### src/common/sig_pkg.sv
package sig_pkg;

    // Data path width shared by APB, the memory and the hash
    localparam int WORD_W = 32;

    // The register map fixes the memory at 256 words
    localparam int RAM_ADDR_W = 8;
    localparam int RAM_DEPTH  = 1 << RAM_ADDR_W;

    // Byte address width of the APB port, enough for eight registers
    localparam int APB_ADDR_W = 5;

    typedef logic [WORD_W-1:0]     word_t;
    typedef logic [RAM_ADDR_W-1:0] ram_addr_t;
    // One extra bit so that a full-memory scan of 256 words fits
    typedef logic [RAM_ADDR_W:0]   word_count_t;
    typedef logic [APB_ADDR_W-1:0] apb_addr_t;

    // Register offsets
    localparam apb_addr_t REG_CTRL      = 5'h00;
    localparam apb_addr_t REG_STATUS    = 5'h04;
    localparam apb_addr_t REG_ADDR      = 5'h08;
    localparam apb_addr_t REG_BASE      = 5'h0C;
    localparam apb_addr_t REG_COUNT     = 5'h10;
    localparam apb_addr_t REG_DATA      = 5'h14;
    localparam apb_addr_t REG_EXPECT    = 5'h18;
    localparam apb_addr_t REG_SIGNATURE = 5'h1C;

    // Bit positions inside CTRL and STATUS
    localparam int CTRL_START_BIT   = 0;
    localparam int CTRL_CLEAR_BIT   = 1;
    localparam int STATUS_BUSY_BIT  = 0;
    localparam int STATUS_DONE_BIT  = 1;
    localparam int STATUS_MATCH_BIT = 2;

    // Scan engine states
    typedef enum logic [1:0] {
        SCAN_IDLE,
        SCAN_READ,
        SCAN_DRAIN,
        SCAN_FINISH
    } scan_state_t;

endpackage

### src/source/apb_regs.sv
module apb_regs
    import sig_pkg::*;
(
    input  logic        clk,
    input  logic        reset,
    input  apb_addr_t   paddr,
    input  logic        psel,
    input  logic        penable,
    input  logic        pwrite,
    input  word_t       pwdata,
    input  logic        busy,
    input  logic        scan_done,
    input  word_t       signature,
    output word_t       prdata,
    output logic        pready,
    output logic        pslverr,
    output logic        wr_en,
    output ram_addr_t   wr_addr,
    output word_t       wr_data,
    output logic        scan_start,
    output ram_addr_t   scan_base,
    output word_count_t scan_count
);

    logic      access;
    logic      addr_ok;
    logic      ro_hit;
    logic      busy_hit;
    logic      reg_err;
    logic      wr_ok;
    logic      ctrl_wr;
    logic      clear;
    logic      done;
    logic      match;
    ram_addr_t wr_ptr;
    word_t     expect_value;
    word_t     sig_value;

    // No wait states, every transfer finishes in its access cycle
    assign pready = 1'b1;
    assign access = psel && penable;

    // Word-aligned offsets inside the register map are the only legal ones
    assign addr_ok = (paddr[1:0] == 2'b00) && (paddr <= REG_SIGNATURE);
    assign ro_hit  = (paddr == REG_STATUS) || (paddr == REG_SIGNATURE);

    // Scan setup and memory contents are locked while a scan runs
    assign busy_hit = busy && ((paddr == REG_DATA) || (paddr == REG_BASE) ||
                               (paddr == REG_COUNT));

    assign reg_err = !addr_ok || (pwrite && (ro_hit || busy_hit));
    assign pslverr = access && reg_err;
    assign wr_ok   = access && pwrite && !reg_err;

    // CTRL bits act as pulses and are never stored
    assign ctrl_wr    = wr_ok && (paddr == REG_CTRL);
    assign scan_start = ctrl_wr && pwdata[CTRL_START_BIT] && !busy;
    assign clear      = ctrl_wr && pwdata[CTRL_CLEAR_BIT];

    // DATA writes go straight to the memory at the current pointer
    assign wr_en   = wr_ok && (paddr == REG_DATA);
    assign wr_addr = wr_ptr;
    assign wr_data = pwdata;

    always_ff @(posedge clk)
    begin
        if (reset)
        begin
            wr_ptr       <= '0;
            scan_base    <= '0;
            scan_count   <= '0;
            expect_value <= '0;
        end
        else if (wr_ok)
        begin
            case (paddr)
                REG_ADDR:
                begin
                    wr_ptr <= pwdata[RAM_ADDR_W-1:0];
                end
                REG_DATA:
                begin
                    // Pointer steps on so a block of words loads with DATA writes only
                    wr_ptr <= wr_ptr + 1'b1;
                end
                REG_BASE:
                begin
                    scan_base <= pwdata[RAM_ADDR_W-1:0];
                end
                REG_COUNT:
                begin
                    // Lengths past the memory size saturate at a full scan
                    if (pwdata > word_t'(RAM_DEPTH))
                    begin
                        scan_count <= word_count_t'(RAM_DEPTH);
                    end
                    else
                    begin
                        scan_count <= pwdata[RAM_ADDR_W:0];
                    end
                end
                REG_EXPECT:
                begin
                    expect_value <= pwdata;
                end
                default:
                begin
                end
            endcase
        end
    end

    // Sticky status. A finishing scan wins over a clear in the same cycle
    always_ff @(posedge clk)
    begin
        if (reset)
        begin
            done      <= 1'b0;
            match     <= 1'b0;
            sig_value <= '0;
        end
        else if (scan_done)
        begin
            done      <= 1'b1;
            match     <= (signature == expect_value);
            sig_value <= signature;
        end
        else if (clear || scan_start)
        begin
            // A new scan also drops the result of the previous one
            done  <= 1'b0;
            match <= 1'b0;
        end
    end

    // Read mux. Write-only and illegal offsets return 0
    always_comb
    begin
        prdata = '0;
        case (paddr)
            REG_STATUS:
            begin
                prdata[STATUS_BUSY_BIT]  = busy;
                prdata[STATUS_DONE_BIT]  = done;
                prdata[STATUS_MATCH_BIT] = match;
            end
            REG_ADDR:      prdata = word_t'(wr_ptr);
            REG_BASE:      prdata = word_t'(scan_base);
            REG_COUNT:     prdata = word_t'(scan_count);
            REG_EXPECT:    prdata = expect_value;
            REG_SIGNATURE: prdata = sig_value;
            default:       prdata = '0;
        endcase
    end

    // The master keeps psel up through the access phase
    assert property (@(posedge clk) disable iff (reset)
        penable |-> psel);

    // Every start launches the engine, which reports busy from the next cycle
    assert property (@(posedge clk) disable iff (reset)
        scan_start |=> busy);

endmodule

### config.mk
export PLATFORM = sky130hd
export DESIGN_NAME = apb_regs
export DESIGN_NICKNAME = d
export VERILOG_FILES = /design/src/common/sig_pkg.sv /design/src/source/apb_regs.sv
export SDC_FILE = /design/constraint.sdc
export NUM_CORES = 1
export LEC_CHECK = 0
export ABC_AREA = 1
export BUFFER_PORTS_ARGS = -buffer_cell sky130_fd_sc_hd__buf_2
export CORE_MARGIN = 5
export CORE_UTILIZATION = 52
export CTS_BUF_LIST = sky130_fd_sc_hd__clkbuf_4
export CTS_CLUSTER_SIZE = 8
export DETAILED_ROUTE_END_ITERATION = 12
export PLACE_DENSITY = 0.8
export SYNTH_ARGS = -nofsm -noshare
export SYNTH_HDL_FRONTEND = slang
export SYNTH_SLANG_ARGS = --single-unit
### constraint.sdc
create_clock -name clk -period 3.29 [get_ports clk]
set_clock_uncertainty 0.2 [all_clocks]
set_input_delay 0.329 -clock clk [delete_from_list [all_inputs] [get_ports clk]]
set_output_delay 0.329 -clock clk [all_outputs]
set_load 0.01 [all_outputs]
---- Word-level counts from Yosys, hierarchy flattened ----
Index checks and enable logic that the tools add are counted.
W data, S select, Z words.
word-level totals
  flip-flop bits (word level) ............. 91
  input port bits ......................... 76
  output and inout port bits .............. 93
  logic and storage cells ................. 54
cells by class
  add/sub/neg operators ................... 1
  order comparisons ....................... 2
  equal/unequal tests ..................... 8
  multiplexer cells ....................... 7
  reduce and logical (&&, ||, !) cells .... 29
operators with widths
  operator               number
  $pmux W29 S5           1
  $eq A32 B32 Y1         1
  $gt A32 B9 Y1 const B  1
  $eq A5 B5 Y1 const B   4
  $pmux W3 S6            1
  $pmux W8 S2            1
  $logic_and A1 B1 Y1    12
  $eq A5 B4 Y1 const B   2
  $mux W9                1
  $add A8 B1 Y8 const B  1
  $reduce_and A2 Y1      4
  $logic_or A1 B1 Y1     6
  $eq A5 B3 Y1 const B   1
  $le A5 B5 Y1 const B   1
  $logic_not A5 Y1       1
  $reduce_bool A2 Y1     2
  $logic_not A1 Y1       3
  $mux W1                3
  $logic_not A2 Y1       1

---- Logic depth before layout (Yosys ltp) ----
Gate-level depths: netlist (run 1).
  word-level depth ........................ 15
  depth in mapped cells ................... 12
  gate-level depth less buffers ........... 11

---- Worst setup path after synthesis (run 1) ----
OpenSTA, ideal clock, no wires.
  kind .................................... input-to-output
  start point ............................. in paddr[1]
  end point ............................... out prdata[14]
  data arrival time ....................... 1.497 ns
  data required time ...................... 2.761 ns
  path slack .............................. 1.264 ns
  stages .................................. 7
  buffers on the path ..................... 2
  cells stage by stage .................... nor2_4 buf_6 nand3_2 nor2_2 inv_1 clkbuf_1 o21ai_0
on the way
  cells in the longest elaborated chain, start to end .. 2
  elaborated cells between the ends (all ways) .. 6
  those cells by class .................... eq/ne (5); mux (1)
RTL lines
  element                                              RTL line         RTL
  start: declaration                                   apb_regs.sv:6    input apb_addr_t paddr,
  $eq A5 B5 Y1 / $eq A5 B4 Y1 (equally long branches)  apb_regs.sv:140  case (paddr)
  $pmux W29 S5 (*)                                     apb_regs.sv:140
  end: declaration                                     apb_regs.sv:14   output word_t prdata,
Every way passes the cells marked *; elsewhere a longest branch is shown, timed or not.

---- Worst setup path in the final report (run 1) ----
  start point ............................. in paddr[1]
  end point ............................... out prdata[6]
The elaborated chain is that of the path after synthesis.

==> impl_metrics.json, run 1 <==
{
  "outcome": "finished, final reports clean",
  "grt_util_all_layers_pct": 28.3,
  "cts_buffer_depth": 2,
  "coreArea_mm2": 0.00933,
  "grt.overflow.total": 0,
  "num_io_pins": 169,
  "path_max_fanout": 31,
  "hold_buffers": 51,
  "grt_pass1_wl_mm": 26.4,
  "post-route-period-util_pct": 89.0,
  "rows": 35,
  "drc": 0,
  "max_freq_mhz": 341,
  "initial_utilization_pct": 53.7,
  "fin_setup_tns_ps": 0,
  "clk_pin_slew_worst_paths_ps": 130,
  "drive_gt1_share_pct": 24.4,
  "combPwrFrac_pct": 15.1,
  "clock-sinks": 91,
  "yosysTopAreaCell": "dfxtp_1",
  "arrival_ps": 2400,
  "p_switching_mw": 0.566,
  "synth.distinct_cells": 43,
  "first_global_vias": 5547,
  "die_h_um": 108,
  "cts_buffers": 9,
  "num-nets-final": 960,
  "p_per_area_mw_per_mm2": 329,
  "syn_nets": 791,
  "netlist_area_mm2": 0.00501,
  "dp_cells": 948,
  "worst_pin_slew_ps": 1050,
  "synth_top_area_share_pct": 36.3,
  "p_seq_share_pct": 55.4,
  "via_per_inst": 5.43,
  "grt_setup_unrepaired": "no",
  "vdd_drop_max_v": 0.000227,
  "root_buffer": "clkbuf_4",
  "ant_nets": 0,
  "dr.pass1.iters": 5,
  "dieWidth_um": 108,
  "setup_viol": 0,
  "ys_ff_latch": 91,
  "period_needed_ps": 2930,
  "internal_power_mw": 1.50,
  "ys_seq_area_share_pct": 36.3,
  "slew_violations": 0,
  "avgSynthCellArea_um2": 7.02,
  "drt-total-wl_mm": 16.8,
  "cts_tree": "built",
  "drtIter0Drc": 374,
  "yosysWarnings": 0,
  "crit_path_start_kind": "input port",
  "gp_congestion": 0.946,
  "power.leakage_nw": 2.85,
  "ctsResizeCount": 0,
  "max_cap_viol_count": 0,
  "synth_area_leaders": "dfxtp_1 (36%), o21ai_0 (7.8%), nand2_1 (7.1%)",
  "critical_path_class": "in2out",
  "fill_cells": 826,
  "dpl.hpwl_mm": 11.3,
  "required_ps": 2760,
  "max_slew_margin_pct": 29.6,
  "grt_start_max_net_pins": 64,
  "fin_util_pct": 67.4,
  "clockPowerShare_pct": 29.4,
  "min_path_type": "in2reg",
  "final_hold_viol_count": 0,
  "fin_cells": 1017,
  "areaGrowthSynthToFinish_pct": 25.4,
  "port_buffers": 167,
  "antenna_found_initial": 0,
  "die_area_mm2": 0.0117,
  "post_cts_buffers": 0,
  "synth_cells": 714,
  "clk_latency_ps": 440,
  "cts_htree_levels": 3,
  "whs_ps": 24.1,
  "end_kind": "output pin",
  "num_vias": 5523,
  "wl_per_cell_um": 16.5,
  "p_sw_share_pct": 27.4
}
==> worst paths after layout <==
check	start	to	slack, ps	cells past startpoint
setup / recovery	paddr[1]	prdata[6]	360	9
hold / removal	pwdata[21]	expect_value[21]	20	3
setup reg to reg	wr_addr[1]	wr_addr[6]	1510	9
hold reg to reg	scan_base[5]	scan_base[5]	280	2
==> placed cells by master, fill, tap and decap left out, types with 2 or more instances in the layout <==
master and count:
a21oi_1 67, a21oi_2 2, a221oi_1 6, buf_2 167, buf_4 4, clkbuf_4 10
clkinv_1 2, dfxtp_1 91, dlygate4sd3_1 53, inv_1 91, inv_2 3, nand2_1 95
nand2_2 2, nand3_1 10, nand3_2 4, nand4_1 6, nand4_4 2, nor2_1 84
nor2_2 4, nor2_4 3, nor3_1 9, nor3_2 5, nor4_1 5, o2111ai_1 6
o211ai_1 2, o21ai_0 78, o21ai_1 31, o21bai_1 2, o22ai_1 8, or2_2 2
xnor2_1 7, xor2_1 9
==> synth_stat cells, drive strengths merged <==
cell,count
o21ai,109
nand2,98
inv,95
dfxtp,91
nor2,91
a21oi,69
buf,45
clkbuf,22
nand3,14
nor3,14
nand4,9
xor2,9
o22ai,8
o2111ai,7
xnor2,7
a221oi,6
nor4,5
or2,3
o211ai,2
o21bai,2
a211oi,1
a22o,1
a22oi,1
conb,1
ha,1
nand3b,1
nor4b,1
o221ai,1
==> power by group through the flow <==
stage	Combinational (mW)	Clock, mW	Sequential (mW)
4_1_cts	0.302	0.616	1.15
6_report	0.313	0.609	1.15
2_1_floorplan	0.162	0	1.17
3_5_place_dp	0.254	0	1.17
5_1_grt	0.342	0.663	1.15
3_3_place_gp	0.249	0	1.17
==> cells by family after synthesis <==
family                     synth area share, %
buffers and inverters                     15.9
AOI/OAI and AO/OA                         22.8
DFF                                       36.3
adders and majority gates                0.250
and+or+nand+nor                           21.9
xor gates and xnor gates                  2.80
other                                   0.0748
==> per-stage QoR <==
step	setup slack, ps	cell area, um2	power [mW]
after floorplan	1260	5010	1.33
after global placement	499	5620	1.42
after detailed placement	387	5620	1.42
after CTS	388	6260	2.06
after global routing	162	6280	2.15
final	361	6290	2.07
==> registers in the layout, summed over array words and instances, names as in the netlist <==
register	cells
expect_value	32
done	1
sig_value	32
wr_addr	8
scan_count	9
match	1
scan_base	8
==> layer usage <==
metal	track usage, %	wire, um	vias up
met5	0	0	-
met3	5.49	1090	68
li1	-	-	2649
met2	49.4	8280	272
met4	14.7	740	0
met1	32.8	6690	2534
==> layout make-up <==
type / instances / area, um2 / area share (%)
tap: 129 / 161 / 2.57
antenna: 1 / 2.50 / 0.0398
multi-input combinational: 461 / 2400 / 38.1
clock inverter: 5 / 55.1 / 0.876
sequential: 91 / 1820 / 29.0
clock buffer: 10 / 75.1 / 1.19
inverter: 95 / 357 / 5.67
timing repair buffer: 225 / 1420 / 22.5
==> worst max-delay path, cell delays in order <==
cell	delay, ps
buf_2	110
nor2_4	380
nand3_2	180
nor2_2	220
inv_1	490
o21ai_0	350
a221oi_1	80
o21ai_0	90
buf_2	160
(Power assumes the default switching activity.)
==> run 2: changes to the inputs <==
- PLACE_DENSITY: 0.8 -> 0.82
==> run 2 against run 1 <==
Fmax increased by 7.0%; setup slack improved by 190 ps; die area unchanged; final cell count increased by 0.79%; count of clock-buffer cells in the layout unchanged; via count decreased by 1.7%; highest routed layer unchanged; largest power group unchanged.
==> impl_metrics.json, run 2 (synthesis results as in run 1) <==
{
  "outcome": "finished, final reports clean",
  "dp_cells": 950,
  "critical_path_class": "in2out",
  "cts_tree": "built",
  "path_max_fanout": 23,
  "num_vias": 5431,
  "grt_util_met2_pct": 44.4,
  "max_cap_viol_count": 0,
  "layout_commonest_cell": "buf_2",
  "drc": 0,
  "dieWidth_um": 108,
  "grt.busiest_layer": "met2",
  "final_area_mm2": 0.00633,
  "top_regs": "expect_value (32), sig_value (32), scan_count (9)",
  "grt_util_all_layers_pct": 26.3,
  "required_ps": 2760,
  "dpl.hpwl_mm": 10.6,
  "final_hold_viol_count": 0,
  "fill_cells": 814,
  "drt-total-wl_mm": 15.7,
  "regToRegSetupSlack_ps": 1590,
  "cts_htree_levels": 3,
  "end_kind": "output pin",
  "grt_setup_unrepaired": "no",
  "layout_common_cells": "buf_2 (167), nand2_1 (95), inv_1 (91), dfxtp_1 (91), nor2_1 (84)",
  "via_per_inst": 5.30,
  "clock-sinks": 91,
  "fin_setup_tns_ps": 0,
  "fin_cells": 1025,
  "grt_pass1_wl_mm": 24.7,
  "ant_nets": 0,
  "vdd_drop_max_v": 0.000164,
  "max_slew_margin_pct": 50.2,
  "min_path_type": "in2reg",
  "initial_utilization_pct": 53.7,
  "areaGrowthSynthToFinish_pct": 26.3,
  "cts_buffers": 9,
  "post-route-period-util_pct": 83.2,
  "drtIter0Drc": 446,
  "gp_congestion": 0.906,
  "num_io_pins": 169,
  "num-nets-final": 964,
  "max_freq_mhz": 365,
  "dr.pass1.iters": 5,
  "antenna_found_initial": 1,
  "p_per_area_mw_per_mm2": 320,
  "wl_per_cell_um": 15.3,
  "placed_area_mm2": 0.00565,
  "rows": 35,
  "period_needed_ps": 2740,
  "coreArea_mm2": 0.00933,
  "setup_viol": 0,
  "worst_pin_slew_ps": 747,
  "met1_usage_pct": 32.1,
  "die_h_um": 108,
  "use_met3_pct": 5.25,
  "drive_gt1_share_pct": 24.7,
  "p_total_mw": 2.02,
  "grt.overflow.total": 0,
  "crit_path_start_kind": "input port",
  "power.leakage_nw": 2.85,
  "first_global_vias": 5220,
  "root_buffer": "clkbuf_4",
  "grt_start_max_net_pins": 50,
  "die_area_mm2": 0.0117,
  "arrival_ps": 2210,
  "clk_pin_slew_worst_paths_ps": 150,
  "port_buffers": 167,
  "clk_latency_ps": 440,
  "cts_buffer_depth": 2,
  "slew_violations": 0
}
[run 2: layer usage]
layer / share of wire [%] / up-vias
met5: 0 / -
met4: 3.6 / 0
met3: 7.1 / 53
met2: 48 / 244
met1: 41 / 2459
li1: - / 2675
[run 2: layout make-up]
cell class | instances | area [um2] | share of cell area (%)
multi-input cells | 461 | 2400 | 37.9
flip-flops and latches | 91 | 1820 | 28.8
repair buffers | 229 | 1460 | 23.1
inverters | 95 | 357 | 5.63
well taps | 129 | 161 | 2.55
clock buffers | 10 | 75.1 | 1.19
clock inverters | 6 | 42.5 | 0.672
diodes | 4 | 10.0 | 0.158
[run 2: path summary, 6_finish.rpt]
| kind | to | startpoint | depth (start not counted) |
|---|---|---|---|
| min reg2reg | scan_base[5] | scan_base[5] | 2 |
| max reg2reg | wr_addr[6] | wr_addr[0] | 9 |
| max | prdata[14] | paddr[1] | 8 |
| min | scan_count[6] | pwdata[6] | 3 |
[run 2: stage by stage]
stage,utilization (%),setup slack (ps),hold WS (ps)
after CTS,67.7,618,2.34
final,67.8,553,23.0
after floorplan,-,1260,199
after detailed placement,60.6,616,257
after global routing,67.8,408,24.8
after global placement,60.6,694,255
[run 2: power by group]
part           total [mW]  internal [mW]  switching, mW
registers            1.15           1.13         0.0148
clock network       0.562          0.162          0.400
logic               0.315          0.140          0.175
[run 2: what timing repair did]
action | in CTS | in global routing
endpoints found under the hold margin | 55 | 0
hold buffers | 55 | 0
buffers inserted | 0 | 0
gates resized for setup | 0 | 0
[run 2: worst max-delay path: stages]
cell and delay, ps:
buf_2 120, nor2_4 300, nand3_2 170, nor2_2 220, inv_1 360, buf_4 310, o21ai_0 200, buf_2 190
==> run 3: changes to the inputs <==
- clock period: 3.29 -> 2.7 ns (I/O delays scaled with it)
==> run 3 against run 2 <==
Sequential share of layout area shrank 0.75 points; final area grew 2.7%; sequential power grew 22%; sequential cell count is the same; combinational power grew 28%; die area is the same; total power grew 36%; count of clock-buffer cells in the layout shrank 1; clock power grew 71%.
==> impl_metrics.json, run 3 (synthesis results as in run 1) <==
{
  "outcome": "finished, final reports clean",
  "fin_util_pct": 69.7,
  "grt_setup_unrepaired": "no",
  "worst_pin_slew_ps": 499,
  "dp_cells": 952,
  "slowest_delay_ps": 270,
  "drt-total-wl_mm": 16.5,
  "num-nets-final": 976,
  "layout_commonest_cell": "buf_2",
  "post-route-period-util_pct": 85.9,
  "coreArea_mm2": 0.00933,
  "fin_setup_tns_ps": 0,
  "cp_top_family": "buffers and inverters",
  "first_global_vias": 5173,
  "drtIter0Drc": 444,
  "vdd_drop_max_v": 0.000297,
  "ctsResizeCount": 0,
  "cts_buffer_depth": 2,
  "die_area_mm2": 0.0117,
  "slew_violations": 0,
  "fin_cells": 1032,
  "n_antenna_cell": 0,
  "critical_path_class": "in2out",
  "top_regs": "expect_value (32), sig_value (32), scan_count (9)",
  "gp_congestion": 0.967,
  "dr.pass1.iters": 7,
  "cts_tree": "built",
  "max_slew_margin_pct": 66.4,
  "clk_latency_ps": 450,
  "max_freq_mhz": 431,
  "root_buffer": "clkbuf_4",
  "crit_path_start_kind": "input port",
  "die_h_um": 108,
  "clk_pin_slew_worst_paths_ps": 150,
  "rows": 35,
  "via_per_inst": 5.38,
  "cts_buffers": 9,
  "clock-sinks": 91,
  "dpl.hpwl_mm": 10.9,
  "grt_start_max_net_pins": 65,
  "layout_common_cells": "buf_2 (167), nand2_1 (95), inv_1 (91), dfxtp_1 (91), nor2_1 (84)",
  "port_buffers": 167,
  "p_total_mw": 2.76,
  "final_hold_viol_count": 0,
  "grt_pass1_wl_mm": 25.6,
  "p_per_area_mw_per_mm2": 425,
  "wl_per_cell_um": 16.0,
  "dieWidth_um": 108,
  "critPathBufInv": 4,
  "grt.overflow.total": 0,
  "drc": 0,
  "path_max_fanout": 16,
  "period_needed_ps": 2320,
  "end_kind": "output pin",
  "required_ps": 2230,
  "crit_chain": "buf_2, nor2_4, buf_4, nand2_1, nor2_2, buf_4, nand2_1, o21ai_0, a221oi_1, o21ai_0, buf_2",
  "num_io_pins": 169,
  "cts_htree_levels": 3,
  "grt_util_all_layers_pct": 27.6,
  "power.leakage_nw": 2.94,
  "arrival_ps": 1850,
  "antenna_found_initial": 0,
  "drive_gt1_share_pct": 24.6,
  "critPathSlowestCell": "buf_4",
  "ant_nets": 0,
  "initial_utilization_pct": 53.7,
  "min_path_type": "in2reg",
  "setup_viol": 0,
  "num_vias": 5549,
  "areaGrowthSynthToFinish_pct": 29.6,
  "max_cap_viol_count": 0
}
==> run 3: changes by cell type in the layout (fill, tap and decap cells not counted), sizes merged <==
cell	change
clkinv	-2
dlygate4sd3	+10
clkbuf	-1
bufinv	+3
clkinvlp	-2
inv	+1
diode	-4
buf	+2
==> run 3: worst reg2reg max path, stage by stage (launching register included) <==
cell and delay [ps]:
dfxtp_1 460, ha_1 210, nand2_1 80, nor2_1 190, inv_1 90, o21ai_0 160
nand3_1 90, o21ai_0 90, nor2_1 60, nor2_1 100
==> run 3: per-layer routing <==
| layer | track usage [%] | vias up | routed length (um) | part of all wire [%] |
|---|---|---|---|---|
| li1 | - | 2683 | - | - |
| met1 | 34.0 | 2547 | 6550 | 40 |
| met2 | 48.0 | 274 | 8140 | 49 |
| met3 | 5.61 | 45 | 1370 | 8.3 |
| met4 | 9.20 | 0 | 463 | 2.8 |
| met5 | 0 | - | 0 | 0 |
==> run 3: path summary, 6_finish.rpt <==
check,start,endpoint,slack (ps),depth (start not counted)
hold reg to reg,scan_base[3],scan_base[3],290,2
hold / removal,busy,match,160,5
setup reg to reg,wr_addr[0],wr_addr[6],940,9
setup / recovery,paddr[1],prdata[6],380,11
==> run 3: area by class of cell <==
cell class	instances	area, um2
clock buffer	9	67.6
clock inverter	6	114
sequential	91	1820
tap	129	161
timing repair buffer	241	1580
fill	797	2830
inverter	95	357
multi-input combinational	461	2400
==> run 3: power breakdown <==
group	internal (mW)	switching, mW
clock	0.467	0.495
combinational	0.180	0.221
sequential	1.38	0.0173
==> run 3: timing repair <==
action | 4_1_cts | 5_1_grt
endpoints found under the setup margin | 0 | 0
setup buffers | 0 | 0
endpoints found under the hold margin | 68 | 4
hold buffers | 63 | 2
==> run 3: stage by stage <==
| step | area [um2] | hold slack (ps) | worst slack, ps |
|---|---|---|---|
| floorplan | 5010 | 140 | 792 |
| global placement | 5670 | 259 | 389 |
| detailed placement | 5670 | 263 | 412 |
| CTS | 6480 | 0.627 | 400 |
| global route | 6500 | 175 | 256 |
| finish | 6500 | 158 | 382 |
